===== config.mk =====
export PLATFORM = sky130hd
export DESIGN_NAME = lookup_ctrl_flat
export DESIGN_NICKNAME = d
export VERILOG_FILES = /design/src/icache_pkg.sv /design/src/line_store_if.sv /design/src/lookup_ctrl.sv /design/src/flat_wrapper.sv
export SDC_FILE = /design/constraint.sdc
export NUM_CORES = 1
export LEC_CHECK = 0
export ABC_AREA = 1
export BUFFER_PORTS_ARGS = -buffer_cell sky130_fd_sc_hd__buf_4
export CAP_MARGIN = 10
export CORE_AREA = 2 2 284 286
export CTS_BUF_LIST = sky130_fd_sc_hd__clkbuf_8
export DETAILED_ROUTE_END_ITERATION = 8
export DIE_AREA = 0 0 286 288
export MAX_ROUTING_LAYER = met4
export PLACE_DENSITY_LB_ADDON = 0.05
export SYNTH_ARGS = -nofsm -noshare
export SYNTH_HDL_FRONTEND = slang
export SYNTH_SLANG_ARGS = --single-unit

===== constraint.sdc =====
create_clock -name clk_i -period 5.5 [get_ports clk_i]
set_input_delay 0.55 -clock clk_i [delete_from_list [all_inputs] [get_ports clk_i]]
set_output_delay 0.55 -clock clk_i [all_outputs]
set_load 0.05 [all_outputs]

===== src/icache_pkg.sv =====
package icache_pkg;

  ////////////////////
  // cache geometry
  ////////////////////

  localparam int unsigned ADDR_W         = 32;
  localparam int unsigned WORD_W         = 32;
  localparam int unsigned NUM_WAYS       = 2;
  localparam int unsigned NUM_SETS       = 16;
  localparam int unsigned WORDS_PER_LINE = 4;
  localparam int unsigned LINE_W         = WORD_W * WORDS_PER_LINE;
  localparam int unsigned OFFSET_W       = $clog2(LINE_W / 8);
  localparam int unsigned INDEX_W        = $clog2(NUM_SETS);
  localparam int unsigned TAG_W          = ADDR_W - INDEX_W - OFFSET_W;
  localparam int unsigned WAY_W          = $clog2(NUM_WAYS);
  // word select within a line and byte select within a word
  localparam int unsigned WOFF_W         = $clog2(WORDS_PER_LINE);
  localparam int unsigned BYTE_OFF_W     = $clog2(WORD_W / 8);

  // replacement lfsr, x^8 + x^6 + x^5 + x^4 + 1
  localparam int unsigned      LFSR_W    = 8;
  localparam logic [LFSR_W-1:0] LFSR_TAPS = 8'hB8;
  localparam logic [LFSR_W-1:0] LFSR_SEED = 8'hA5;

  // axi4-lite read constants
  localparam logic [2:0] AXI_PROT_INSTR = 3'b100;
  localparam logic [1:0] AXI_RESP_OKAY  = 2'b00;

  typedef logic [ADDR_W-1:0]   addr_t;
  typedef logic [TAG_W-1:0]    tag_t;
  typedef logic [INDEX_W-1:0]  index_t;
  typedef logic [LINE_W-1:0]   line_t;
  typedef logic [WORD_W-1:0]   word_t;
  typedef logic [NUM_WAYS-1:0] way_mask_t;

  typedef enum logic [1:0] {
    OP_READ,
    OP_WRITE,
    OP_CLEAR
  } store_op_e;

  ////////////////////
  // address fields
  ////////////////////

  function automatic tag_t addr_tag(addr_t addr);
    return addr[ADDR_W-1 -: TAG_W];
  endfunction

  function automatic index_t addr_index(addr_t addr);
    return addr[OFFSET_W +: INDEX_W];
  endfunction

  function automatic logic [WOFF_W-1:0] addr_woff(addr_t addr);
    return addr[BYTE_OFF_W +: WOFF_W];
  endfunction

endpackage


===== src/line_store_if.sv =====
interface line_store_if;
  import icache_pkg::*;

  // request side, held until gnt
  logic      req;
  store_op_e op;
  index_t    index;
  way_mask_t way_mask;
  tag_t      wtag;
  line_t     wline;

  // grant is combinational on req
  logic gnt;
  // read data of the last granted read, all ways, shared by every port
  tag_t  [NUM_WAYS-1:0] rtag;
  way_mask_t            rvalid;
  line_t [NUM_WAYS-1:0] rline;

  modport requester (
    output req, op, index, way_mask, wtag, wline,
    input  gnt, rtag, rvalid, rline
  );

  modport arbiter (
    input  req, op, index, way_mask, wtag, wline,
    output gnt, rtag, rvalid, rline
  );

endinterface


===== src/lookup_ctrl.sv =====
module lookup_ctrl (
  input  logic                clk_i,
  input  logic                rst_ni,
  // core fetch side
  input  logic                fetch_valid_i,
  input  icache_pkg::addr_t   fetch_addr_i,
  output logic                fetch_ready_o,
  output logic                rsp_valid_o,
  output icache_pkg::addr_t   rsp_addr_o,
  output icache_pkg::word_t   rsp_data_o,
  output logic                miss_o,
  // miss handoff to the refill engine
  output logic                miss_valid_o,
  output icache_pkg::addr_t   miss_addr_o,
  input  logic                fill_done_i,
  input  icache_pkg::line_t   fill_line_i,
  line_store_if.requester     port
);
  import icache_pkg::*;

  typedef enum logic [1:0] {
    ST_IDLE,
    ST_COMPARE,
    ST_WAIT_FILL
  } state_e;

  state_e    state_q, state_d;
  addr_t     addr_q;
  logic      accept;
  way_mask_t hit_way;
  word_t     hit_word;
  word_t     fill_word;

  ////////////////////
  // set read
  ////////////////////

  // idle always reads the set of the address on offer
  assign port.req      = (state_q == ST_IDLE);
  assign port.op       = OP_READ;
  assign port.index    = addr_index(fetch_addr_i);
  assign port.way_mask = '1;
  assign port.wtag     = '0;
  assign port.wline    = '0;

  // no accept under reset or while maint or refill holds the arrays
  assign fetch_ready_o = rst_ni & (state_q == ST_IDLE) & port.gnt;
  assign accept        = fetch_valid_i & fetch_ready_o;

  // fetched address, kept for compare, miss and response
  always_ff @(posedge clk_i) begin
    if (accept) begin
      addr_q <= fetch_addr_i;
    end
  end

  ////////////////////
  // tag compare
  ////////////////////

  always_comb begin
    hit_way  = '0;
    hit_word = '0;
    for (int w = 0; w < NUM_WAYS; w++) begin
      if (port.rvalid[w] && port.rtag[w] == addr_tag(addr_q)) begin
        hit_way[w] = 1'b1;
        hit_word   = port.rline[w][addr_woff(addr_q) * WORD_W +: WORD_W];
      end
    end
  end

  assign fill_word = fill_line_i[addr_woff(addr_q) * WORD_W +: WORD_W];

  always_comb begin
    state_d     = state_q;
    rsp_valid_o = 1'b0;
    rsp_data_o  = hit_word;
    miss_o      = 1'b0;
    unique case (state_q)
      ST_IDLE: begin
        if (accept) begin
          state_d = ST_COMPARE;
        end
      end
      // read data of the accepted address is on the port now
      ST_COMPARE: begin
        if (|hit_way) begin
          rsp_valid_o = 1'b1;
          state_d     = ST_IDLE;
        end else begin
          miss_o  = 1'b1;
          state_d = ST_WAIT_FILL;
        end
      end
      // word comes straight from the refilled line
      ST_WAIT_FILL: begin
        rsp_data_o = fill_word;
        if (fill_done_i) begin
          rsp_valid_o = 1'b1;
          state_d     = ST_IDLE;
        end
      end
      default: state_d = ST_IDLE;
    endcase
  end

  always_ff @(posedge clk_i or negedge rst_ni) begin
    if (!rst_ni) begin
      state_q <= ST_IDLE;
    end else begin
      state_q <= state_d;
    end
  end

  assign rsp_addr_o   = addr_q;
  assign miss_valid_o = (state_q == ST_WAIT_FILL);
  assign miss_addr_o  = addr_q;

  // refill never installs a line twice, so a tag lives in one way only
  a_one_hit: assert property (@(posedge clk_i) disable iff (!rst_ni)
    (state_q == ST_COMPARE) |-> $onehot0(hit_way));

endmodule


===== src/flat_wrapper.sv =====
// flat-port wrapper written by rule: the top's interface ports become plain ports
module lookup_ctrl_flat import icache_pkg::*;
  (clk_i, rst_ni, fetch_valid_i, fetch_addr_i, fetch_ready_o, rsp_valid_o, rsp_addr_o, rsp_data_o, miss_o, miss_valid_o, miss_addr_o, fill_done_i, fill_line_i, port_req, port_op, port_index, port_way_mask, port_wtag, port_wline, port_gnt, port_rtag, port_rvalid, port_rline);
  line_store_if port_i ();
  input  logic clk_i;
  input  logic rst_ni;
  input  logic fetch_valid_i;
  input  icache_pkg::addr_t fetch_addr_i;
  output logic fetch_ready_o;
  output logic rsp_valid_o;
  output icache_pkg::addr_t rsp_addr_o;
  output icache_pkg::word_t rsp_data_o;
  output logic miss_o;
  output logic miss_valid_o;
  output icache_pkg::addr_t miss_addr_o;
  input  logic fill_done_i;
  input  icache_pkg::line_t fill_line_i;
  output wire logic [$bits(port_i.req)-1:0] port_req;
  output wire logic [$bits(port_i.op)-1:0] port_op;
  output wire logic [$bits(port_i.index)-1:0] port_index;
  output wire logic [$bits(port_i.way_mask)-1:0] port_way_mask;
  output wire logic [$bits(port_i.wtag)-1:0] port_wtag;
  output wire logic [$bits(port_i.wline)-1:0] port_wline;
  input wire logic [$bits(port_i.gnt)-1:0] port_gnt;
  input wire logic [$bits(port_i.rtag)-1:0] port_rtag;
  input wire logic [$bits(port_i.rvalid)-1:0] port_rvalid;
  input wire logic [$bits(port_i.rline)-1:0] port_rline;
  assign port_req = port_i.req;
  assign port_op = port_i.op;
  assign port_index = port_i.index;
  assign port_way_mask = port_i.way_mask;
  assign port_wtag = port_i.wtag;
  assign port_wline = port_i.wline;
  assign port_i.gnt = port_gnt;
  assign port_i.rtag = port_rtag;
  assign port_i.rvalid = port_rvalid;
  assign port_i.rline = port_rline;
  lookup_ctrl u_core (.clk_i(clk_i), .rst_ni(rst_ni), .fetch_valid_i(fetch_valid_i), .fetch_addr_i(fetch_addr_i), .fetch_ready_o(fetch_ready_o), .rsp_valid_o(rsp_valid_o), .rsp_addr_o(rsp_addr_o), .rsp_data_o(rsp_data_o), .miss_o(miss_o), .miss_valid_o(miss_valid_o), .miss_addr_o(miss_addr_o), .fill_done_i(fill_done_i), .fill_line_i(fill_line_i), .port(port_i));
endmodule

==> flow_summary.ini <==
[route]
viasPerCell = 3.53
wl_per_cell_um = 21.3
dr.pass1.iters = 5
drt-total-wl_um = 60600
num_vias = 10100
drc = 0
drt_iter0_drc = 458
antenna_left = 0

[synth]
synth_edf_count = 32
yosysWarnings = 0
ys_async_sr_fraction_pct = 5.88
syn_avg_cell_area_sq_um = 5.77
ys_seq_elements = 34
synthesis.area_sq_mm = 0.00748
ys_types = 34
yosysSeqAreaShare_pct = 13.5
synth_ff_type = edfxtp_1
syn-instance-count = 1296

[sta]
fin_ws_ns = 1.27
drv_slew = 0
rsz0062_at_grt = no
setup_tns_ns = 0
max_freq_mhz = 236
worst_pin_slew_ns = 1.14
post-route-min-period_ns = 4.23
setup_viol = 0
fin_crit_sh_pct = 76.9
slew_headroom_pct = 23.7
hold_viol = 0
finClkSkew_ns = 0.0194

[power_and_ir_drop]
worst_ir_drop_vdd_mv = 0.140
seq_power_share_pct = 15.9
internal_power_mw = 0.892
pwr-share-comb_pct = 73.7
power.density_mw_per_mm2 = 174
switchingPower_mw = 1.22
p_clk_share_pct = 10.5
p_sw_share_pct = 57.8
power.leakage_nw = 6.05

[placement]
gp_congestion = 0.779
hpwl_um = 49600
dp_slack_ns = 1.35
io_buffer_count = 575
dp_cells = 2822

[global_route]
track_usage_pct = 14.2
grt_max_degree = 129
antenna_found_initial = 16
grt_pass1_wl_um = 80600
grt_pass1_vias = 10300
overflow = 0

[setup_path]
end_kind = output pin
startpoint_type = flip-flop
cp.arrival_ns = 3.68
cp.buffers_inverters = 1
path_cells = xnor2_1 -> nand4_1 -> nor2_4 -> nand3_1 -> nand2_1 -> nand2_1 -> nand2_1 -> buf_4
reg2reg_from = u_core.state_q[0]
crit_type = flip-flop to output pin
startpoint = u_core.miss_addr_o[30]
critPathMostFrequentCell = nand2_1
critPathSlowestCell = nor2_4
cp_top_family = simple AND/OR/NAND/NOR gates
required_ns = 4.95
cpPeakStageDelay_ns = 0.92
cp_max_fo = 32

[clocking]
h-tree-depth = 2
cts_tree = built
cts_inserted_buffers = 5
clock_sinks = 34
cts_setup_buffers = 0
clockBufferDepth = 2
path_clk_slew_ns = 0.10
hold_buffers = 1
clk_latency_ns = 0.34
clockRootBuffer = clkbuf_8
ctsResizeCount = 0

[flow_run]
maxCapViolCount = 0

[die]
row_count = 104
die-area_sq_mm = 0.0824
die-height_um = 288
core_sq_mm = 0.0796
die_w_um = 286
ioPinCount = 732
start_util_pct = 9.39

[status]
status = finished, final reports clean

[finish]
area_growth_pct = 62.3
layout.nets = 2244
final_common_cell = buf_4
drive_gt1_share_pct = 35.8
fin_util_pct = 15.2
num-fill-cells = 9434
layout.cells.non_filler = 2845
final_cell_mix = 583 x buf_4, 358 x nand2_1, 171 x nor2_1

[hold_path]
min_from = fetch_addr_i[19]
hold_class = input port to flip-flop
==> registers in the layout, indices dropped and copies added (netlist names) <==
register	cells
u_core.miss_addr_o	32
u_core.state_q	2
==> logic make-up (layout without fill, tap and decap cells) <==
group / after synthesis / count (layout) / synth area share (%)
other: 2 / 170 / 0.100
adders and majority gates: 3 / 3 / 0.502
buffers and inverters: 346 / 667 / 28.3
and+or+nand+nor: 599 / 599 / 32.2
DFF: 34 / 34 / 13.5
AOI/OAI and AO/OA: 301 / 301 / 24.1
xor gates and xnor gates: 11 / 11 / 1.29
==> cells in the mapped netlist, types with 2 or more instances <==
cell type  number  area, sq um
a21oi_2        15          131
edfxtp_1       32          961
dfrtp_1         2         50.1
inv_2          10         37.5
o22ai_1        64          400
o21ai_0       135          676
nand2_1       358         1340
nor2_2          3         18.8
nand4_1         8         50.1
inv_1          60          225
nand3b_1        3         22.5
buf_2          28          140
ha_1            3         37.5
a21oi_1        54          270
nand3_1        44          220
clkbuf_1       44          165
buf_4         195         1460
nand2_2         5         31.3
buf_6           6         67.6
a32o_1         32          320
conb_1          2         7.51
xnor2_1        10         87.6
nor2_1        171          642
nor2_4          2         22.5
==> metal layers <==
layer / up-vias / global-route usage (%) / wire [um]
met4: 0 / 2.42 / 507
met5: - / - / 0
li1: 4896 / - / -
met1: 4722 / 16.1 / 24500
met2: 420 / 25.7 / 31900
met3: 17 / 3.12 / 3760
==> metrics by stage <==
stage | power [mW] | instance area (sq um) | hold slack (ns)
final | 2.11 | 12100 | 0.380
after global routing | 2.25 | 12100 | 0.354
after CTS | 2.18 | 12100 | 0.339
after detailed placement | 1.93 | 12000 | 0.350
after global placement | 1.93 | 12000 | 0.350
after floorplan | 1.38 | 8060 | 0.254
==> worst paths after layout <==
path	to	slack (ns)	depth (start not counted)
setup / recovery	rsp_data_o[15]	1.27	8
hold / removal	u_core.miss_addr_o[19]	0.38	1
setup reg to reg	u_core.miss_addr_o[20]	3.07	6
hold reg to reg	u_core.state_q[0]	0.63	2
max in group asynchronous	u_core.state_q[0]	4.85	2
min in group asynchronous	u_core.state_q[1]	0.55	2
==> layout make-up <==
| cell class | count | area (sq um) | share of cell area, % |
|---|---|---|---|
| well taps | 1060 | 1330 | 10.9 |
| flip-flops and latches | 34 | 1010 | 8.33 |
| repair buffers | 587 | 4450 | 36.6 |
| diodes | 14 | 35.0 | 0.289 |
| inverters | 72 | 280 | 2.31 |
| clock inverters | 3 | 16.3 | 0.134 |
| multi-input cells | 1070 | 4950 | 40.8 |
| clock buffers | 5 | 68.8 | 0.567 |
==> power by group through the flow <==
| stage | clock network (mW) | logic (mW) | registers (mW) |
|---|---|---|---|
| 2_1_floorplan | 0 | 1.01 | 0.372 |
| 3_3_place_gp | 0 | 1.59 | 0.342 |
| 3_5_place_dp | 0 | 1.59 | 0.342 |
| 4_1_cts | 0.252 | 1.59 | 0.336 |
| 5_1_grt | 0.247 | 1.67 | 0.338 |
| 6_report | 0.221 | 1.55 | 0.335 |
Power figures use the tool's default switching activity.
