[src/icache_pkg.sv]
package icache_pkg;

  ////////////////////
  // cache geometry
  ////////////////////

  localparam int unsigned ADDR_W         = 32;
  localparam int unsigned WORD_W         = 32;
  localparam int unsigned NUM_WAYS       = 2;
  localparam int unsigned NUM_SETS       = 16;
  localparam int unsigned WORDS_PER_LINE = 4;
  localparam int unsigned LINE_W         = WORD_W * WORDS_PER_LINE;
  localparam int unsigned OFFSET_W       = $clog2(LINE_W / 8);
  localparam int unsigned INDEX_W        = $clog2(NUM_SETS);
  localparam int unsigned TAG_W          = ADDR_W - INDEX_W - OFFSET_W;
  localparam int unsigned WAY_W          = $clog2(NUM_WAYS);
  // word select within a line and byte select within a word
  localparam int unsigned WOFF_W         = $clog2(WORDS_PER_LINE);
  localparam int unsigned BYTE_OFF_W     = $clog2(WORD_W / 8);

  // replacement lfsr, x^8 + x^6 + x^5 + x^4 + 1
  localparam int unsigned      LFSR_W    = 8;
  localparam logic [LFSR_W-1:0] LFSR_TAPS = 8'hB8;
  localparam logic [LFSR_W-1:0] LFSR_SEED = 8'hA5;

  // axi4-lite read constants
  localparam logic [2:0] AXI_PROT_INSTR = 3'b100;
  localparam logic [1:0] AXI_RESP_OKAY  = 2'b00;

  typedef logic [ADDR_W-1:0]   addr_t;
  typedef logic [TAG_W-1:0]    tag_t;
  typedef logic [INDEX_W-1:0]  index_t;
  typedef logic [LINE_W-1:0]   line_t;
  typedef logic [WORD_W-1:0]   word_t;
  typedef logic [NUM_WAYS-1:0] way_mask_t;

  typedef enum logic [1:0] {
    OP_READ,
    OP_WRITE,
    OP_CLEAR
  } store_op_e;

  ////////////////////
  // address fields
  ////////////////////

  function automatic tag_t addr_tag(addr_t addr);
    return addr[ADDR_W-1 -: TAG_W];
  endfunction

  function automatic index_t addr_index(addr_t addr);
    return addr[OFFSET_W +: INDEX_W];
  endfunction

  function automatic logic [WOFF_W-1:0] addr_woff(addr_t addr);
    return addr[BYTE_OFF_W +: WOFF_W];
  endfunction

endpackage

[src/line_store_if.sv]
interface line_store_if;
  import icache_pkg::*;

  // request side, held until gnt
  logic      req;
  store_op_e op;
  index_t    index;
  way_mask_t way_mask;
  tag_t      wtag;
  line_t     wline;

  // grant is combinational on req
  logic gnt;
  // read data of the last granted read, all ways, shared by every port
  tag_t  [NUM_WAYS-1:0] rtag;
  way_mask_t            rvalid;
  line_t [NUM_WAYS-1:0] rline;

  modport requester (
    output req, op, index, way_mask, wtag, wline,
    input  gnt, rtag, rvalid, rline
  );

  modport arbiter (
    input  req, op, index, way_mask, wtag, wline,
    output gnt, rtag, rvalid, rline
  );

endinterface

[src/line_arrays.sv]
module line_arrays (
  input  logic                                      clk_i,
  input  logic                                      rst_ni,
  input  icache_pkg::store_op_e                     op_i,
  input  logic                                      en_i,
  input  icache_pkg::index_t                        index_i,
  input  icache_pkg::way_mask_t                     way_mask_i,
  input  icache_pkg::tag_t                          wtag_i,
  input  icache_pkg::line_t                         wline_i,
  output icache_pkg::tag_t  [icache_pkg::NUM_WAYS-1:0] rtag_o,
  output icache_pkg::way_mask_t                     rvalid_o,
  output icache_pkg::line_t [icache_pkg::NUM_WAYS-1:0] rline_o
);
  import icache_pkg::*;

  // payload storage, one bank per way
  tag_t  tag_mem  [NUM_WAYS][NUM_SETS];
  line_t line_mem [NUM_WAYS][NUM_SETS];
  // valid bits kept in flops so reset clears them at once
  way_mask_t [NUM_SETS-1:0] valid_q;

  // tags and lines, written per masked way, read for all ways
  always_ff @(posedge clk_i) begin
    for (int w = 0; w < NUM_WAYS; w++) begin
      if (en_i && op_i == OP_WRITE && way_mask_i[w]) begin
        tag_mem[w][index_i]  <= wtag_i;
        line_mem[w][index_i] <= wline_i;
      end
      // read data stays put until the next granted read
      if (en_i && op_i == OP_READ) begin
        rtag_o[w]  <= tag_mem[w][index_i];
        rline_o[w] <= line_mem[w][index_i];
      end
    end
  end

  always_ff @(posedge clk_i or negedge rst_ni) begin
    if (!rst_ni) begin
      valid_q  <= '0;
      rvalid_o <= '0;
    end else if (en_i) begin
      unique case (op_i)
        OP_READ:  rvalid_o         <= valid_q[index_i];
        // a line write marks the written way valid
        OP_WRITE: valid_q[index_i] <= valid_q[index_i] | way_mask_i;
        // flush and invalidation drop the masked ways
        OP_CLEAR: valid_q[index_i] <= valid_q[index_i] & ~way_mask_i;
        default:  valid_q          <= valid_q;
      endcase
    end
  end

endmodule

[src/line_store_arbiter.sv]
module line_store_arbiter (
  input logic   clk_i,
  input logic   rst_ni,
  line_store_if.arbiter maint_port,
  line_store_if.arbiter refill_port,
  line_store_if.arbiter lookup_port
);
  import icache_pkg::*;

  logic                 en;
  store_op_e            op;
  index_t               index;
  way_mask_t            way_mask;
  tag_t                 wtag;
  line_t                wline;
  tag_t  [NUM_WAYS-1:0] rtag;
  way_mask_t            rvalid;
  line_t [NUM_WAYS-1:0] rline;

  // fixed priority, maint over refill over lookup
  assign maint_port.gnt  = maint_port.req;
  assign refill_port.gnt = refill_port.req & ~maint_port.req;
  assign lookup_port.gnt = lookup_port.req & ~maint_port.req & ~refill_port.req;

  ////////////////////
  // request steering
  ////////////////////

  always_comb begin
    en       = lookup_port.req;
    op       = lookup_port.op;
    index    = lookup_port.index;
    way_mask = lookup_port.way_mask;
    wtag     = lookup_port.wtag;
    wline    = lookup_port.wline;
    if (maint_port.req) begin
      en       = 1'b1;
      op       = maint_port.op;
      index    = maint_port.index;
      way_mask = maint_port.way_mask;
      wtag     = maint_port.wtag;
      wline    = maint_port.wline;
    end else if (refill_port.req) begin
      en       = 1'b1;
      op       = refill_port.op;
      index    = refill_port.index;
      way_mask = refill_port.way_mask;
      wtag     = refill_port.wtag;
      wline    = refill_port.wline;
    end
  end

  line_arrays u_arrays (
    .clk_i      (clk_i),
    .rst_ni     (rst_ni),
    .op_i       (op),
    .en_i       (en),
    .index_i    (index),
    .way_mask_i (way_mask),
    .wtag_i     (wtag),
    .wline_i    (wline),
    .rtag_o     (rtag),
    .rvalid_o   (rvalid),
    .rline_o    (rline)
  );

  // read data goes to every requester
  assign maint_port.rtag    = rtag;
  assign maint_port.rvalid  = rvalid;
  assign maint_port.rline   = rline;
  assign refill_port.rtag   = rtag;
  assign refill_port.rvalid = rvalid;
  assign refill_port.rline  = rline;
  assign lookup_port.rtag   = rtag;
  assign lookup_port.rvalid = rvalid;
  assign lookup_port.rline  = rline;

  // a refused line write keeps its set and victim way until served
  a_refill_held: assert property (@(posedge clk_i) disable iff (!rst_ni)
    refill_port.req && !refill_port.gnt |=>
      refill_port.req && $stable(refill_port.index) && $stable(refill_port.way_mask));

endmodule

[src/flat_wrapper.sv]
// flat-port wrapper written by rule: the top's interface ports become plain ports
module line_store_arbiter_flat import icache_pkg::*;
  (clk_i, rst_ni, maint_port_req, maint_port_op, maint_port_index, maint_port_way_mask, maint_port_wtag, maint_port_wline, maint_port_gnt, maint_port_rtag, maint_port_rvalid, maint_port_rline, refill_port_req, refill_port_op, refill_port_index, refill_port_way_mask, refill_port_wtag, refill_port_wline, refill_port_gnt, refill_port_rtag, refill_port_rvalid, refill_port_rline, lookup_port_req, lookup_port_op, lookup_port_index, lookup_port_way_mask, lookup_port_wtag, lookup_port_wline, lookup_port_gnt, lookup_port_rtag, lookup_port_rvalid, lookup_port_rline);
  line_store_if maint_port_i ();
  line_store_if refill_port_i ();
  line_store_if lookup_port_i ();
  input logic clk_i;
  input logic rst_ni;
  input wire logic [$bits(maint_port_i.req)-1:0] maint_port_req;
  input wire logic [$bits(maint_port_i.op)-1:0] maint_port_op;
  input wire logic [$bits(maint_port_i.index)-1:0] maint_port_index;
  input wire logic [$bits(maint_port_i.way_mask)-1:0] maint_port_way_mask;
  input wire logic [$bits(maint_port_i.wtag)-1:0] maint_port_wtag;
  input wire logic [$bits(maint_port_i.wline)-1:0] maint_port_wline;
  output wire logic [$bits(maint_port_i.gnt)-1:0] maint_port_gnt;
  output wire logic [$bits(maint_port_i.rtag)-1:0] maint_port_rtag;
  output wire logic [$bits(maint_port_i.rvalid)-1:0] maint_port_rvalid;
  output wire logic [$bits(maint_port_i.rline)-1:0] maint_port_rline;
  input wire logic [$bits(refill_port_i.req)-1:0] refill_port_req;
  input wire logic [$bits(refill_port_i.op)-1:0] refill_port_op;
  input wire logic [$bits(refill_port_i.index)-1:0] refill_port_index;
  input wire logic [$bits(refill_port_i.way_mask)-1:0] refill_port_way_mask;
  input wire logic [$bits(refill_port_i.wtag)-1:0] refill_port_wtag;
  input wire logic [$bits(refill_port_i.wline)-1:0] refill_port_wline;
  output wire logic [$bits(refill_port_i.gnt)-1:0] refill_port_gnt;
  output wire logic [$bits(refill_port_i.rtag)-1:0] refill_port_rtag;
  output wire logic [$bits(refill_port_i.rvalid)-1:0] refill_port_rvalid;
  output wire logic [$bits(refill_port_i.rline)-1:0] refill_port_rline;
  input wire logic [$bits(lookup_port_i.req)-1:0] lookup_port_req;
  input wire logic [$bits(lookup_port_i.op)-1:0] lookup_port_op;
  input wire logic [$bits(lookup_port_i.index)-1:0] lookup_port_index;
  input wire logic [$bits(lookup_port_i.way_mask)-1:0] lookup_port_way_mask;
  input wire logic [$bits(lookup_port_i.wtag)-1:0] lookup_port_wtag;
  input wire logic [$bits(lookup_port_i.wline)-1:0] lookup_port_wline;
  output wire logic [$bits(lookup_port_i.gnt)-1:0] lookup_port_gnt;
  output wire logic [$bits(lookup_port_i.rtag)-1:0] lookup_port_rtag;
  output wire logic [$bits(lookup_port_i.rvalid)-1:0] lookup_port_rvalid;
  output wire logic [$bits(lookup_port_i.rline)-1:0] lookup_port_rline;
  assign maint_port_i.req = maint_port_req;
  assign maint_port_i.op = maint_port_op;
  assign maint_port_i.index = maint_port_index;
  assign maint_port_i.way_mask = maint_port_way_mask;
  assign maint_port_i.wtag = maint_port_wtag;
  assign maint_port_i.wline = maint_port_wline;
  assign maint_port_gnt = maint_port_i.gnt;
  assign maint_port_rtag = maint_port_i.rtag;
  assign maint_port_rvalid = maint_port_i.rvalid;
  assign maint_port_rline = maint_port_i.rline;
  assign refill_port_i.req = refill_port_req;
  assign refill_port_i.op = refill_port_op;
  assign refill_port_i.index = refill_port_index;
  assign refill_port_i.way_mask = refill_port_way_mask;
  assign refill_port_i.wtag = refill_port_wtag;
  assign refill_port_i.wline = refill_port_wline;
  assign refill_port_gnt = refill_port_i.gnt;
  assign refill_port_rtag = refill_port_i.rtag;
  assign refill_port_rvalid = refill_port_i.rvalid;
  assign refill_port_rline = refill_port_i.rline;
  assign lookup_port_i.req = lookup_port_req;
  assign lookup_port_i.op = lookup_port_op;
  assign lookup_port_i.index = lookup_port_index;
  assign lookup_port_i.way_mask = lookup_port_way_mask;
  assign lookup_port_i.wtag = lookup_port_wtag;
  assign lookup_port_i.wline = lookup_port_wline;
  assign lookup_port_gnt = lookup_port_i.gnt;
  assign lookup_port_rtag = lookup_port_i.rtag;
  assign lookup_port_rvalid = lookup_port_i.rvalid;
  assign lookup_port_rline = lookup_port_i.rline;
  line_store_arbiter u_core (.clk_i(clk_i), .rst_ni(rst_ni), .maint_port(maint_port_i), .refill_port(refill_port_i), .lookup_port(lookup_port_i));
endmodule
[config.mk]
export PLATFORM = sky130hd
export DESIGN_NAME = line_store_arbiter_flat
export DESIGN_NICKNAME = d
export VERILOG_FILES = /design/src/icache_pkg.sv /design/src/line_store_if.sv /design/src/line_arrays.sv /design/src/line_store_arbiter.sv /design/src/flat_wrapper.sv
export SDC_FILE = /design/constraint.sdc
export NUM_CORES = 2
export LEC_CHECK = 0
export BUFFER_PORTS_ARGS = -buffer_cell sky130_fd_sc_hd__buf_4
export CAP_MARGIN = 20
export CORE_ASPECT_RATIO = 0.6
export CORE_UTILIZATION = 40
export DETAILED_ROUTE_END_ITERATION = 8
export RECOVER_POWER = 100
export SYNTH_ARGS = -nofsm -noshare
export SYNTH_HDL_FRONTEND = slang
export SYNTH_HIERARCHICAL = 1
export SYNTH_MEMORY_MAX_BITS = 65536
export SYNTH_SLANG_ARGS = --single-unit
export TNS_END_PERCENT = 5
[constraint.sdc]
create_clock -name clk_i -period 5.4 [get_ports clk_i]
set_input_delay 0.27 -clock clk_i [delete_from_list [all_inputs] [get_ports clk_i]]
set_output_delay 0.27 -clock clk_i [all_outputs]
set_load 0.05 [all_outputs]
==> summary.txt <==
Max-slew violations: 3,441
Post-synth top flop: edfxtp_1
Synth area leader: edfxtp_1
Final worst path period need: 4590 ps
Num ports: 1,406
Worst slew pin tran: 2830 ps
Die Wd: 917 um
Post-synth EDFFs: 5,168
Antenna violations before repair: 20
Hold Crit Class: primary input to flip-flop
Routed wire per std cell: 31.2 um
Pwr Density: 377 nW/um^2
R2r worst-path depth: 5
Worst hold margin: 120 ps
Syn Std Cell Area: 201,000 um^2
Switching pwr: 20.9 mW
Sequential share of power: 0.529
DRC Markers: 0
Post-Route WL: 532 mm
Clk_lat worst skew: 1020 ps
Worst-path clk slew: 70 ps
Final instance area: 231,000 um^2
Via count: 95.0k
Count of different cell masters after synthesis: 36
Share of layout cells above drive strength 1: 0.280
FF-to-FF Start: u_core/u_arrays/valid_q[5]
Final period util: 0.850
Multi-input logic area: 38,600 um^2
Hold depth: 5
Critical path class: primary input to flip-flop
Max frequency: 218 MHz
First drt pass iteration count: 5
Clock power frac: 0.370
Yosys top cell area share: 0.772
Post-Layout Cell Count: 17.1k
GRT Total Usage: 0.204
Placed cell count: 15.8k
Layout area overhead: 15.1%
Pin count of the biggest net entering global routing: 140
Die height: 551 um
Starting density of the core: 0.402
H-tree depth: 5
Post-CTS setup buffers: 0
Drt first-iter violations: 10.9k
P_leak: 70.2 nW
First-pass GRT wire length: 734 mm
Detailed Place HPWL: 281 mm
Total Nets Final: 10.5k
Area of placed instances: 218,000 um^2
Yosys reg bits: 5,202
CTS tree: done
Vias/cell: 5.56
Sequential share of the synthesized area: 0.776
Violated checks: max-capacitance violations, max-slew violations
Sw Share: 0.239
Syn_nets: 8,900
Int Power: 66.4 mW
Startpoint Class: primary input
Worst-path maximum fanout: 43
Worst Path Arrival: 5180 ps
Final setup margin: 809 ps
Core area: 500,000 um^2
Crit. End Element: flip-flop
Peak VDD IR: 332 uV
Critical Path RT: 5980 ps
Clock Sinks: 5,202
Outcome: finished with violations
Final Skew: 41.4 ps
Fillers: 41.5k
Placement Setup Slack: 1060 ps
Final hold vios: 0
Crit Reg-Reg Endpoint: u_core/u_arrays/valid_q[31]
CP Launch Point: maint_port_req
Core Util, Final: 0.463
Comb power frac: 0.100
GR Overflow Total: 0
Port-buffer cells: 1,405
Setup TNS: 0 ps
Number of buffers created by CTS: 457
RD Place Congestion: 0.755
Final Power: 87.3 mW
Most frequent cells in the layout: edfxtp_1 (5,168), mux4_2 (1,522), clkbuf_1 (1,184)
Ys async rst share: 0.00654
Vias in the first global route: 95.2k
Routed Antenna Nets: 0
Worst Setup EP: u_core/u_arrays/line_mem[0][883]
Yosys warnings: 6
Unrepaired setup endpoints after global routing: false
Root Driver: clkbuf_16
Worst reg-to-reg setup slack: 3510 ps
Synth Area per Inst: 23.9 um^2
Reg area: 156,000 um^2
Cells after synthesis: 8,412
Die Area: 506,000 um^2
Synth area leaders: edfxtp_1 (77%), mux4_2 (17%), buf_4 (2.5%)
Clock buffer depth: 4
Max Cap Violations: 77
Commonest non-fill, non-tap cell in the layout: edfxtp_1
Slew margin rel.: -0.884
Final Setup Violations: 0
Placement Rows: 201
layer usage:
layer / vias to the layer above / part of all wire / track usage
li1: 38200 / - / -
met4: 0 / 0.023 / 0.0441
met5: - / 0 / 0
met1: 52000 / 0.42 / 0.298
met3: 679 / 0.068 / 0.0271
met2: 4080 / 0.48 / 0.332
state kept, by name, indices dropped and copies added, names as in the netlist:
name	count
u_core/u_arrays/line_mem	4096
u_core/u_arrays/rvalid_o	2
u_core/u_arrays/valid_q	32
u_core/u_arrays/rtag_o	48
u_core/u_arrays/rline_o	256
u_core/u_arrays/tag_mem	768
power by group through the flow:
stage	Sequential (mW)	Clock, mW	Combinational [mW]
finish	46.2	32.3	8.76
global route	46.2	34.4	9.25
CTS	46.2	32.9	9.39
detailed placement	47.1	0	9.18
global placement	47.0	0	9.00
floorplan	47.5	0	5.90
cells by family after synthesis:
group / Yosys count / synth area share
DFF: 5202 / 0.776
adders and majority gates: 3 / 0.000187
and+or+nand+nor: 284 / 0.00589
AOI/OAI and AO/OA: 199 / 0.00518
buffers and inverters: 1024 / 0.0334
muxes: 1700 / 0.179
cell usage after synthesis, types with 34 or more instances:
master and count:
dfrtp_1 34, mux4_2 1522, buf_2 104, buf_1 61
o21ai_1 68, nand2_1 186, o21ai_0 106, buf_4 674
nor2_1 57, clkbuf_1 154, edfxtp_1 5168, mux2i_1 172
worst min path at each step:
stage	end	from	slack (ps)
CTS	u_core/u_arrays/line_mem[0][3573]	lookup_port_wline[117]	1
global route	u_core/u_arrays/valid_q[6]	maint_port_index[1]	70
global placement	u_core/u_arrays/rvalid_o[1]	rst_ni	230
finish	u_core/u_arrays/valid_q[6]	maint_port_index[1]	120
floorplan	u_core/u_arrays/rvalid_o[0]	rst_ni	-30
detailed placement	u_core/u_arrays/rvalid_o[1]	rst_ni	250
worst max-delay path, stage by stage:
cell and delay (ps):
dlygate4sd3_1 570, buf_8 240, o21ai_0 860, ha_1 330, nand3_2 60, clkbuf_1 490
nor2_1 1140, clkbuf_2 1090
timing repair:
action | in CTS | in global routing
endpoints found under the hold margin | 4671 | 745
resized for setup | 0 | 0
hold buffers | 270 | 81
endpoints found under the setup margin | 0 | 0
area by class of cell:
class	count	share of cell area
clock buffer	582	0.0518
multi-input combinational	2186	0.167
inverter	2	0.0000324
tap	6699	0.0362
antenna	13	0.000141
timing repair buffer	2132	0.0601
sequential	5202	0.674
clock inverter	252	0.0108
Note: power is estimated with default switching activity, not from simulation.
