<file path="config.mk">
export PLATFORM = sky130hd
export DESIGN_NAME = maint_engine_flat
export DESIGN_NICKNAME = d
export VERILOG_FILES = /design/src/icache_pkg.sv /design/src/line_store_if.sv /design/src/maint_engine.sv /design/src/flat_wrapper.sv
export SDC_FILE = /design/constraint.sdc
export NUM_CORES = 1
export LEC_CHECK = 0
export ABC_AREA = 1
export BUFFER_PORTS_ARGS = -buffer_cell sky130_fd_sc_hd__buf_2
export CAP_MARGIN = 20
export CORE_AREA = 2 2 184 186
export DETAILED_ROUTE_END_ITERATION = 10
export DIE_AREA = 0 0 186 188
export REMOVE_ABC_BUFFERS = 1
export SYNTH_ARGS = -nofsm -noshare
export SYNTH_HDL_FRONTEND = slang
export SYNTH_SLANG_ARGS = --single-unit
</file>
<file path="constraint.sdc">
create_clock -name clk_i -period 1.1 [get_ports clk_i]
set_input_delay 0.055 -clock clk_i [delete_from_list [all_inputs] [get_ports clk_i]]
set_output_delay 0.055 -clock clk_i [all_outputs]
set_load 0.01 [all_outputs]
</file>
<file path="src/icache_pkg.sv">
package icache_pkg;

  ////////////////////
  // cache geometry
  ////////////////////

  localparam int unsigned ADDR_W         = 32;
  localparam int unsigned WORD_W         = 32;
  localparam int unsigned NUM_WAYS       = 2;
  localparam int unsigned NUM_SETS       = 16;
  localparam int unsigned WORDS_PER_LINE = 4;
  localparam int unsigned LINE_W         = WORD_W * WORDS_PER_LINE;
  localparam int unsigned OFFSET_W       = $clog2(LINE_W / 8);
  localparam int unsigned INDEX_W        = $clog2(NUM_SETS);
  localparam int unsigned TAG_W          = ADDR_W - INDEX_W - OFFSET_W;
  localparam int unsigned WAY_W          = $clog2(NUM_WAYS);
  // word select within a line and byte select within a word
  localparam int unsigned WOFF_W         = $clog2(WORDS_PER_LINE);
  localparam int unsigned BYTE_OFF_W     = $clog2(WORD_W / 8);

  // replacement lfsr, x^8 + x^6 + x^5 + x^4 + 1
  localparam int unsigned      LFSR_W    = 8;
  localparam logic [LFSR_W-1:0] LFSR_TAPS = 8'hB8;
  localparam logic [LFSR_W-1:0] LFSR_SEED = 8'hA5;

  // axi4-lite read constants
  localparam logic [2:0] AXI_PROT_INSTR = 3'b100;
  localparam logic [1:0] AXI_RESP_OKAY  = 2'b00;

  typedef logic [ADDR_W-1:0]   addr_t;
  typedef logic [TAG_W-1:0]    tag_t;
  typedef logic [INDEX_W-1:0]  index_t;
  typedef logic [LINE_W-1:0]   line_t;
  typedef logic [WORD_W-1:0]   word_t;
  typedef logic [NUM_WAYS-1:0] way_mask_t;

  typedef enum logic [1:0] {
    OP_READ,
    OP_WRITE,
    OP_CLEAR
  } store_op_e;

  ////////////////////
  // address fields
  ////////////////////

  function automatic tag_t addr_tag(addr_t addr);
    return addr[ADDR_W-1 -: TAG_W];
  endfunction

  function automatic index_t addr_index(addr_t addr);
    return addr[OFFSET_W +: INDEX_W];
  endfunction

  function automatic logic [WOFF_W-1:0] addr_woff(addr_t addr);
    return addr[BYTE_OFF_W +: WOFF_W];
  endfunction

endpackage

</file>
<file path="src/line_store_if.sv">
interface line_store_if;
  import icache_pkg::*;

  // request side, held until gnt
  logic      req;
  store_op_e op;
  index_t    index;
  way_mask_t way_mask;
  tag_t      wtag;
  line_t     wline;

  // grant is combinational on req
  logic gnt;
  // read data of the last granted read, all ways, shared by every port
  tag_t  [NUM_WAYS-1:0] rtag;
  way_mask_t            rvalid;
  line_t [NUM_WAYS-1:0] rline;

  modport requester (
    output req, op, index, way_mask, wtag, wline,
    input  gnt, rtag, rvalid, rline
  );

  modport arbiter (
    input  req, op, index, way_mask, wtag, wline,
    output gnt, rtag, rvalid, rline
  );

endinterface

</file>
<file path="src/maint_engine.sv">
module maint_engine (
  input logic               clk_i,
  input logic               rst_ni,
  input logic               flush_i,
  input logic               inv_valid_i,
  input icache_pkg::index_t inv_index_i,
  line_store_if.requester   port
);
  import icache_pkg::*;

  localparam index_t LAST_SET = index_t'(NUM_SETS - 1);

  logic   flush_pend_q, flush_pend_d;
  logic   inv_pend_q, inv_pend_d;
  index_t inv_idx_q, inv_idx_d;
  // sweep position of a running flush
  index_t cnt_q, cnt_d;

  // clears hit both ways of one set per cycle
  assign port.req      = flush_pend_q | inv_pend_q;
  assign port.op       = OP_CLEAR;
  assign port.index    = flush_pend_q ? cnt_q : inv_idx_q;
  assign port.way_mask = '1;
  assign port.wtag     = '0;
  assign port.wline    = '0;

  always_comb begin
    flush_pend_d = flush_pend_q;
    inv_pend_d   = inv_pend_q;
    inv_idx_d    = inv_idx_q;
    cnt_d        = cnt_q;
    if (port.gnt) begin
      if (flush_pend_q) begin
        cnt_d = (cnt_q == LAST_SET) ? '0 : cnt_q + 1'b1;
        // sweep ends after the last set
        if (cnt_q == LAST_SET) begin
          flush_pend_d = 1'b0;
        end
      end else begin
        inv_pend_d = 1'b0;
      end
    end
    if (inv_valid_i) begin
      inv_pend_d = 1'b1;
      inv_idx_d  = inv_index_i;
    end
    if (flush_i) begin
      flush_pend_d = 1'b1;
    end
    // a flush covers any single-set invalidation
    if (flush_pend_d) begin
      inv_pend_d = 1'b0;
    end
  end

  always_ff @(posedge clk_i or negedge rst_ni) begin
    if (!rst_ni) begin
      flush_pend_q <= 1'b0;
      inv_pend_q   <= 1'b0;
      inv_idx_q    <= '0;
      cnt_q        <= '0;
    end else begin
      flush_pend_q <= flush_pend_d;
      inv_pend_q   <= inv_pend_d;
      inv_idx_q    <= inv_idx_d;
      cnt_q        <= cnt_d;
    end
  end

  // once started, the sweep clears one set per cycle with no gap
  a_sweep_step: assert property (@(posedge clk_i) disable iff (!rst_ni)
    flush_pend_q && (cnt_q != LAST_SET) |=>
      flush_pend_q && (cnt_q == $past(cnt_q) + 1'b1));

endmodule

</file>
<file path="src/flat_wrapper.sv">
// flat-port wrapper written by rule: the top's interface ports become plain ports
module maint_engine_flat import icache_pkg::*;
  (clk_i, rst_ni, flush_i, inv_valid_i, inv_index_i, port_req, port_op, port_index, port_way_mask, port_wtag, port_wline, port_gnt, port_rtag, port_rvalid, port_rline);
  line_store_if port_i ();
  input logic clk_i;
  input logic rst_ni;
  input logic flush_i;
  input logic inv_valid_i;
  input icache_pkg::index_t inv_index_i;
  output wire logic [$bits(port_i.req)-1:0] port_req;
  output wire logic [$bits(port_i.op)-1:0] port_op;
  output wire logic [$bits(port_i.index)-1:0] port_index;
  output wire logic [$bits(port_i.way_mask)-1:0] port_way_mask;
  output wire logic [$bits(port_i.wtag)-1:0] port_wtag;
  output wire logic [$bits(port_i.wline)-1:0] port_wline;
  input wire logic [$bits(port_i.gnt)-1:0] port_gnt;
  input wire logic [$bits(port_i.rtag)-1:0] port_rtag;
  input wire logic [$bits(port_i.rvalid)-1:0] port_rvalid;
  input wire logic [$bits(port_i.rline)-1:0] port_rline;
  assign port_req = port_i.req;
  assign port_op = port_i.op;
  assign port_index = port_i.index;
  assign port_way_mask = port_i.way_mask;
  assign port_wtag = port_i.wtag;
  assign port_wline = port_i.wline;
  assign port_i.gnt = port_gnt;
  assign port_i.rtag = port_rtag;
  assign port_i.rvalid = port_rvalid;
  assign port_i.rline = port_rline;
  maint_engine u_core (.clk_i(clk_i), .rst_ni(rst_ni), .flush_i(flush_i), .inv_valid_i(inv_valid_i), .inv_index_i(inv_index_i), .port(port_i));
endmodule
</file>
==> results of run 1 <==
-- repair_timing --
| item | in CTS | in global routing |
|---|---|---|
| setup endpoints to repair | 5 | 8 |
| buffers inserted | 2 | 0 |
| hold endpoints to repair | 10 | 0 |
| pin swaps | 1 | 2 |
| hold buffers | 1 | 0 |
| gates resized for setup | 9 | 16 |
-- worst max-delay path, cell delays in order (launching register included) --
cell	delay, ns
dfrtp_2	0.46
buf_6	0.14
nand2_2	0.05
o21ai_1	0.05
buf_4	0.15
-- synth_stat cells --
cell type | instances | share of area, %
dfrtp_1 | 10 | 15
o21ai_0 | 9 | 2.7
inv_2 | 1 | 0.22
nor2_2 | 2 | 0.75
inv_1 | 7 | 1.6
nand4_1 | 1 | 0.38
nand2_2 | 2 | 0.75
clkbuf_1 | 1 | 0.22
or2_1 | 1 | 0.38
buf_4 | 156 | 70
a21oi_1 | 1 | 0.30
conb_1 | 2 | 0.45
nand3_1 | 4 | 1.2
nand3b_1 | 1 | 0.45
nand2_1 | 17 | 3.8
buf_2 | 1 | 0.30
xnor2_1 | 1 | 0.53
ha_1 | 1 | 0.75
-- final timing paths --
path	startpoint	to	slack (ns)	cells past startpoint
max reg2reg	u_core.flush_pend_q	u_core.cnt_q[2]	0.03	5
min	inv_index_i[2]	u_core.inv_idx_q[2]	0.04	3
max	u_core.flush_pend_q	port_index[0]	-0.05	4
min reg2reg	u_core.inv_idx_q[2]	u_core.inv_idx_q[2]	0.53	2
min in group asynchronous	rst_ni	u_core.inv_pend_q	0.28	2
max in group asynchronous	rst_ni	u_core.flush_pend_q	0.61	2
-- flip-flops by register name (all words and copies together), names as in the netlist --
register and flops:
u_core.inv_pend_q 1, u_core.flush_pend_q 1, u_core.inv_idx_q 4, u_core.cnt_q 4
-- power groups by stage --
stage / sequential (mW) / clock (mW) / combinational, mW
3_3_place_gp: 0.539 / 0 / 0.692
6_report: 0.550 / 0.613 / 0.851
4_1_cts: 0.541 / 0.632 / 0.751
2_1_floorplan: 0.532 / 0 / 0.478
3_5_place_dp: 0.544 / 0 / 0.702
5_1_grt: 0.565 / 0.655 / 0.954
-- cell families after synthesis --
family	Yosys count	share of synthesized area, %
adder cells (fa/ha/maj)	1	0.750
XOR/XNOR	1	0.525
AND/OR/NAND/NOR	28	7.73
flip-flops	10	15.0
AO/OA/AOI/OAI	10	3.00
buffers and inverters	166	72.5
other	2	0.450
-- per-layer routing --
layer | share of wire, % | global-route usage [%] | wire length (µm)
met5 | 0.26 | 0 | 7
met4 | 1.8 | 0.909 | 50
met3 | 19 | 0.990 | 533
met2 | 47 | 2.20 | 1290
met1 | 32 | 1.29 | 866
-- metrics by stage --
stage | worst slack [ns] | total power [mW] | std cells | hold slack [ns] | setup TNS, ns
floorplan | 0.140 | 1.01 | 214 | -0.241 | 0
CTS | -0.0514 | 1.92 | 683 | 0.0381 | -0.224
global route | -0.0884 | 2.17 | 684 | 0.0697 | -0.371
finish | -0.0451 | 2.01 | 684 | 0.0391 | -0.157
global placement | 0.0804 | 1.23 | 677 | -0.0711 | 0
detailed placement | 0.0593 | 1.25 | 677 | -0.0673 | 0
-- final cells by class --
class                      count  area share, %
multi-input combinational    196           43.2
tap                          448           29.9
sequential                    10           13.4
timing repair buffer          18           7.49
clock buffer                   3           4.01
inverter                       8           1.74
antenna                        1          0.134
==> Implementation_results.wiki, run 1 <==
{| class="wikitable"
! Metric !! Value
|-
| Syn avg cell area || 7.65 µm²
|-
| HPWL Detailed || 2460 µm
|-
| Die footprint || 35000 µm²
|-
| Sw Share || 39.1%
|-
| Share of post-route cells with drive strength above 1 || 14.5%
|-
| Commonest cells after routing, fill and taps aside || conb_1 (156), nand2_1 (12), dfrtp_1 (9)
|-
| Width of the die || 186 µm
|-
| Worst hold path class || primary input to flop
|-
| Syn-to-layout area delta || 12.2%
|-
| Critical setup path kind || flop to output port
|-
| Setup Skew || 0.00292 ns
|-
| # clock sinks || 10
|-
| Combinational cell fraction of total power || 42.3%
|-
| Die height || 188 µm
|-
| Clock tree root driver cell || clkbuf_16
|-
| Peak supply drop || 0.000432 V
|-
| Area after detailed placement || 1710 µm²
|-
| Detailed-router iteration count before antenna repair || 4
|-
| Fin crit period || 1.15 ns
|-
| Global-route total usage across every layer || 1.40%
|-
| Most common library cell in the layout ignoring fill and taps || conb_1
|-
| Count of input and output buffers || 13
|-
| Design area || 1870 µm²
|-
| TritonCTS clock tree || built
|-
| CP required || 1.04 ns
|-
| Failing checks || setup timing
|-
| Number of max-capacitance violations reported || 0
|-
| Total of fill cells in the finished design || 3946
|-
| Power density over cell area || 1080 nW/µm²
|-
| First-pass GRT wire length || 3160 µm
|-
| Post-route DRC || 0
|-
| Starting Density || 5.04%
|-
| Area of the core || 33100 µm²
|-
| Total number of placement rows || 67
|-
| Setup ws final || -0.0451 ns
|-
| Residual overflow from global routing || 0
|-
| Vias || 879
|-
| Post-synth design cell area || 1670 µm²
|-
| Finish-stage setup viols || 5
|-
| Routed wirelength normalized by instance count || 4.01 µm
|-
| Global placement routability congestion || 0.640
|-
| Psw || 787 µW
|-
| Clock latency reported for the late side of the worst-skew pair || 0.23 ns
|-
| CP Max Fanout || 6
|-
| Worst-path clk slew || 0.04 ns
|-
| Number of warnings reported in the yosys synthesis log || 0
|-
| Result of the run || complete, but fails checks
|-
| Mapped Cells || 218
|-
| Level count of the clock H-tree || 1
|-
| Register Area || 251 µm²
|-
| Design internal power || 1.23 mW
|-
| Number of antenna violations at the first check in global routing || 2
|-
| Fin util || 5.65%
|-
| NumNets Final || 553
|-
| Upper clock frequency limit || 0.873 GHz
|-
| Count of cell types in the netlist || 18
|-
| Unrepaired setup endpoints after global routing || yes
|-
| CP Data Arrival Time || 1.09 ns
|-
| Number of global-route vias before repair || 559
|-
| Count of nets left with antenna violations after detail routing || 0
|-
| Top Ports || 476
|-
| Final hold viol count || 0
|-
| Period Utilization, post-route || 104%
|-
| Multi-input gate area in the final layout || 810 µm²
|-
| Number of synthesized register bits || 10
|-
| Buffer levels on the longest clock path || 2
|-
| Launching element type of the critical path || flop
|-
| Number of design-rule violations left by the first detailed-router iteration || 24
|-
| Share of the yosys chip area belonging to registers || 15.0%
|-
| Maximum number of pins on one net before global-route repair || 11
|-
| Clock network power share || 30.4%
|-
| Total count of max-transition violations in the final report || 0
|-
| Leakage power total || 0.882 nW
|-
| Element type at the critical path end || output port
|-
| Vias/cell || 1.29
|-
| Portion of total power attributed to sequential cells || 27.3%
|-
| Inserted Clock Buffers || 3
|-
| Final WL || 2750 µm
|}
No activity file was read; power rests on OpenSTA's default activity.
==> run 2: changes to the inputs <==
--- a/config.mk
+++ b/config.mk
@@ -9,6 +9,7 @@
 export BUFFER_PORTS_ARGS = -buffer_cell sky130_fd_sc_hd__buf_2
 export CAP_MARGIN = 20
 export CORE_AREA = 2 2 184 186
+export CTS_CLUSTER_DIAMETER = 100
 export DETAILED_ROUTE_END_ITERATION = 10
 export DIE_AREA = 0 0 186 188
 export REMOVE_ABC_BUFFERS = 1
==> constraint.sdc (replaced) <==
create_clock -name clk_i -period 1.1 [get_ports clk_i]
set_input_delay 0.22 -clock clk_i [delete_from_list [all_inputs] [get_ports clk_i]]
set_output_delay 0.22 -clock clk_i [all_outputs]
set_load 0.01 [all_outputs]
==> Implementation_results.wiki, run 2 (synthesis gave the netlist of run 1 again) <==
{| class="wikitable"
! Metric !! Value
|-
| Post-route DRC || 0
|-
| Die footprint || 35000 µm²
|-
| Starting Density || 5.04%
|-
| HPWL Detailed || 2510 µm
|-
| Hold worst-path end || u_core.inv_idx_q[2]
|-
| Hold Path Depth || 3
|-
| Fin crit period || 1.32 ns
|-
| Unrepaired setup endpoints after global routing || yes
|-
| Critical register-to-register path startpoint || u_core.flush_pend_q
|-
| Clock network power share || 36.5%
|-
| Number of max-capacitance violations reported || 0
|-
| CP Data Arrival Time || 1.10 ns
|-
| Combinational cell fraction of total power || 35.2%
|-
| Top Ports || 476
|-
| Failing checks || setup timing
|-
| Total count of max-transition violations in the final report || 0
|-
| Final WL || 2780 µm
|-
| CP required || 0.88 ns
|-
| Vias/cell || 1.27
|-
| End of the worst register-to-register path || u_core.inv_pend_q
|-
| Width of the die || 186 µm
|-
| TritonCTS clock tree || built
|-
| Level count of the clock H-tree || 1
|-
| Commonest cells after routing, fill and taps aside || conb_1 (156), nand2_1 (17), buf_2 (11)
|-
| Syn-to-layout area delta || 9.15%
|-
| Worst reg-to-reg path cell count || 6
|-
| Accumulated negative setup slack || -0.827 ns
|-
| Die height || 188 µm
|-
| Vias || 870
|-
| Largest regs || u_core.cnt_q x4, u_core.inv_idx_q x4
|-
| Period Utilization, post-route || 120%
|-
| Sw Share || 38.9%
|-
| First-pass GRT wire length || 3060 µm
|-
| Cell Count Post-Placement || 676
|-
| Result of the run || complete, but fails checks
|-
| Setup ws final || -0.218 ns
|-
| Maximum number of pins on one net before global-route repair || 12
|-
| Design internal power || 1.20 mW
|-
| Peak supply drop || 0.000646 V
|-
| # clock sinks || 10
|-
| Number of design-rule violations left by the first detailed-router iteration || 9
|-
| Finish-stage setup viols || 6
|-
| Element type at the critical path end || output port
|-
| Total number of placement rows || 67
|-
| Global placement routability congestion || 0.648
|-
| Critical setup path kind || flop to output port
|-
| Residual overflow from global routing || 0
|-
| Clock latency reported for the late side of the worst-skew pair || 0.24 ns
|-
| Most common library cell in the layout ignoring fill and taps || conb_1
|-
| Area of the core || 33100 µm²
|-
| Count of input and output buffers || 13
|-
| NumNets Final || 551
|-
| CP Max Fanout || 10
|-
| Portion of total power attributed to sequential cells || 28.3%
|-
| Routed wirelength normalized by instance count || 4.07 µm
|-
| Setup Skew || 0.000751 ns
|-
| Worst hold path class || primary input to flop
|-
| Leakage power total || 0.862 nW
|-
| Final non-filler cell total || 683
|-
| Share of post-route cells with drive strength above 1 || 11.5%
|-
| Final hold viol count || 0
|-
| Launching element type of the critical path || flop
|-
| Power density over cell area || 1080 nW/µm²
|-
| Buffer levels on the longest clock path || 2
|-
| Worst-path clk slew || 0.04 ns
|-
| Setup slack of the most critical reg-to-reg path || -0.04 ns
|-
| Number of antenna violations at the first check in global routing || 2
|-
| Inserted Clock Buffers || 3
|-
| Count of nets left with antenna violations after detail routing || 0
|-
| Number of global-route vias before repair || 501
|-
| Upper clock frequency limit || 0.759 GHz
|-
| Psw || 763 µW
|-
| Worst hold start || inv_index_i[2]
|-
| Detailed-router iteration count before antenna repair || 4
|-
| Clock tree root driver cell || clkbuf_16
|-
| Global-route total usage across every layer || 1.38%
|}
## run 2: worst max-delay path, stage by stage (launching register included)
cell and delay (ns):
dfrtp_2 0.47, or2_1 0.25, buf_2 0.15
## run 2: what timing repair did
item / CTS / global route
hold buffers: 1 / 0
resized for setup: 1 / 6
endpoints found under the hold margin: 10 / 0
endpoints found under the setup margin: 7 / 7
setup buffers: 0 / 1
## run 2: worst max-delay path by stage
stage | startpoint | end | slack, ns | depth (start not counted)
after floorplan | u_core.flush_pend_q | port_index[0] | 0.12 | 1
after global placement | u_core.flush_pend_q | port_req | 0.002 | 2
after detailed placement | u_core.flush_pend_q | port_req | -0.02 | 2
after CTS | u_core.flush_pend_q | port_req | -0.24 | 2
after global routing | u_core.flush_pend_q | port_req | -0.25 | 2
final | u_core.flush_pend_q | port_req | -0.22 | 2
## run 2: layout make-up
type	instances	area, µm²
fillers	3952	31300
multi-input cells	196	792
well taps	448	561
flip-flops and latches	10	251
repair buffers	16	95.1
clock buffers	4	88.8
inverters	8	30.0
diodes	1	2.50
## run 2: power groups by stage
stage,Clock (mW),Sequential [mW],Combinational [mW]
after floorplan,0,0.532,0.478
after global placement,0,0.551,0.651
after detailed placement,0,0.556,0.669
after CTS,0.732,0.552,0.675
after global routing,0.749,0.575,0.787
final,0.716,0.555,0.690
## run 2: metal layers
metal  global-route usage (%)  part of all wire, %  vias to the layer above
li1                         -                    -                      385
met1                     1.36                   33                      365
met2                     2.06                   45                      110
met3                    0.971                   18                        8
met4                    0.909                  3.2                        2
met5                        0                 0.47                        -
## run 2: metrics by stage
step / setup slack, ns / hold slack (ns) / total power [mW] / util, % / cell area, µm²
after floorplan: 0.116 / -0.0756 / 1.01 / - / 1070
after global placement: 0.00182 / 0.0925 / 1.20 / 5.13 / 1700
after detailed placement: -0.0226 / 0.104 / 1.23 / 5.13 / 1700
after CTS: -0.240 / 0.197 / 1.96 / 5.43 / 1800
after global routing: -0.251 / 0.216 / 2.11 / 5.50 / 1820
final: -0.218 / 0.194 / 1.96 / 5.50 / 1820
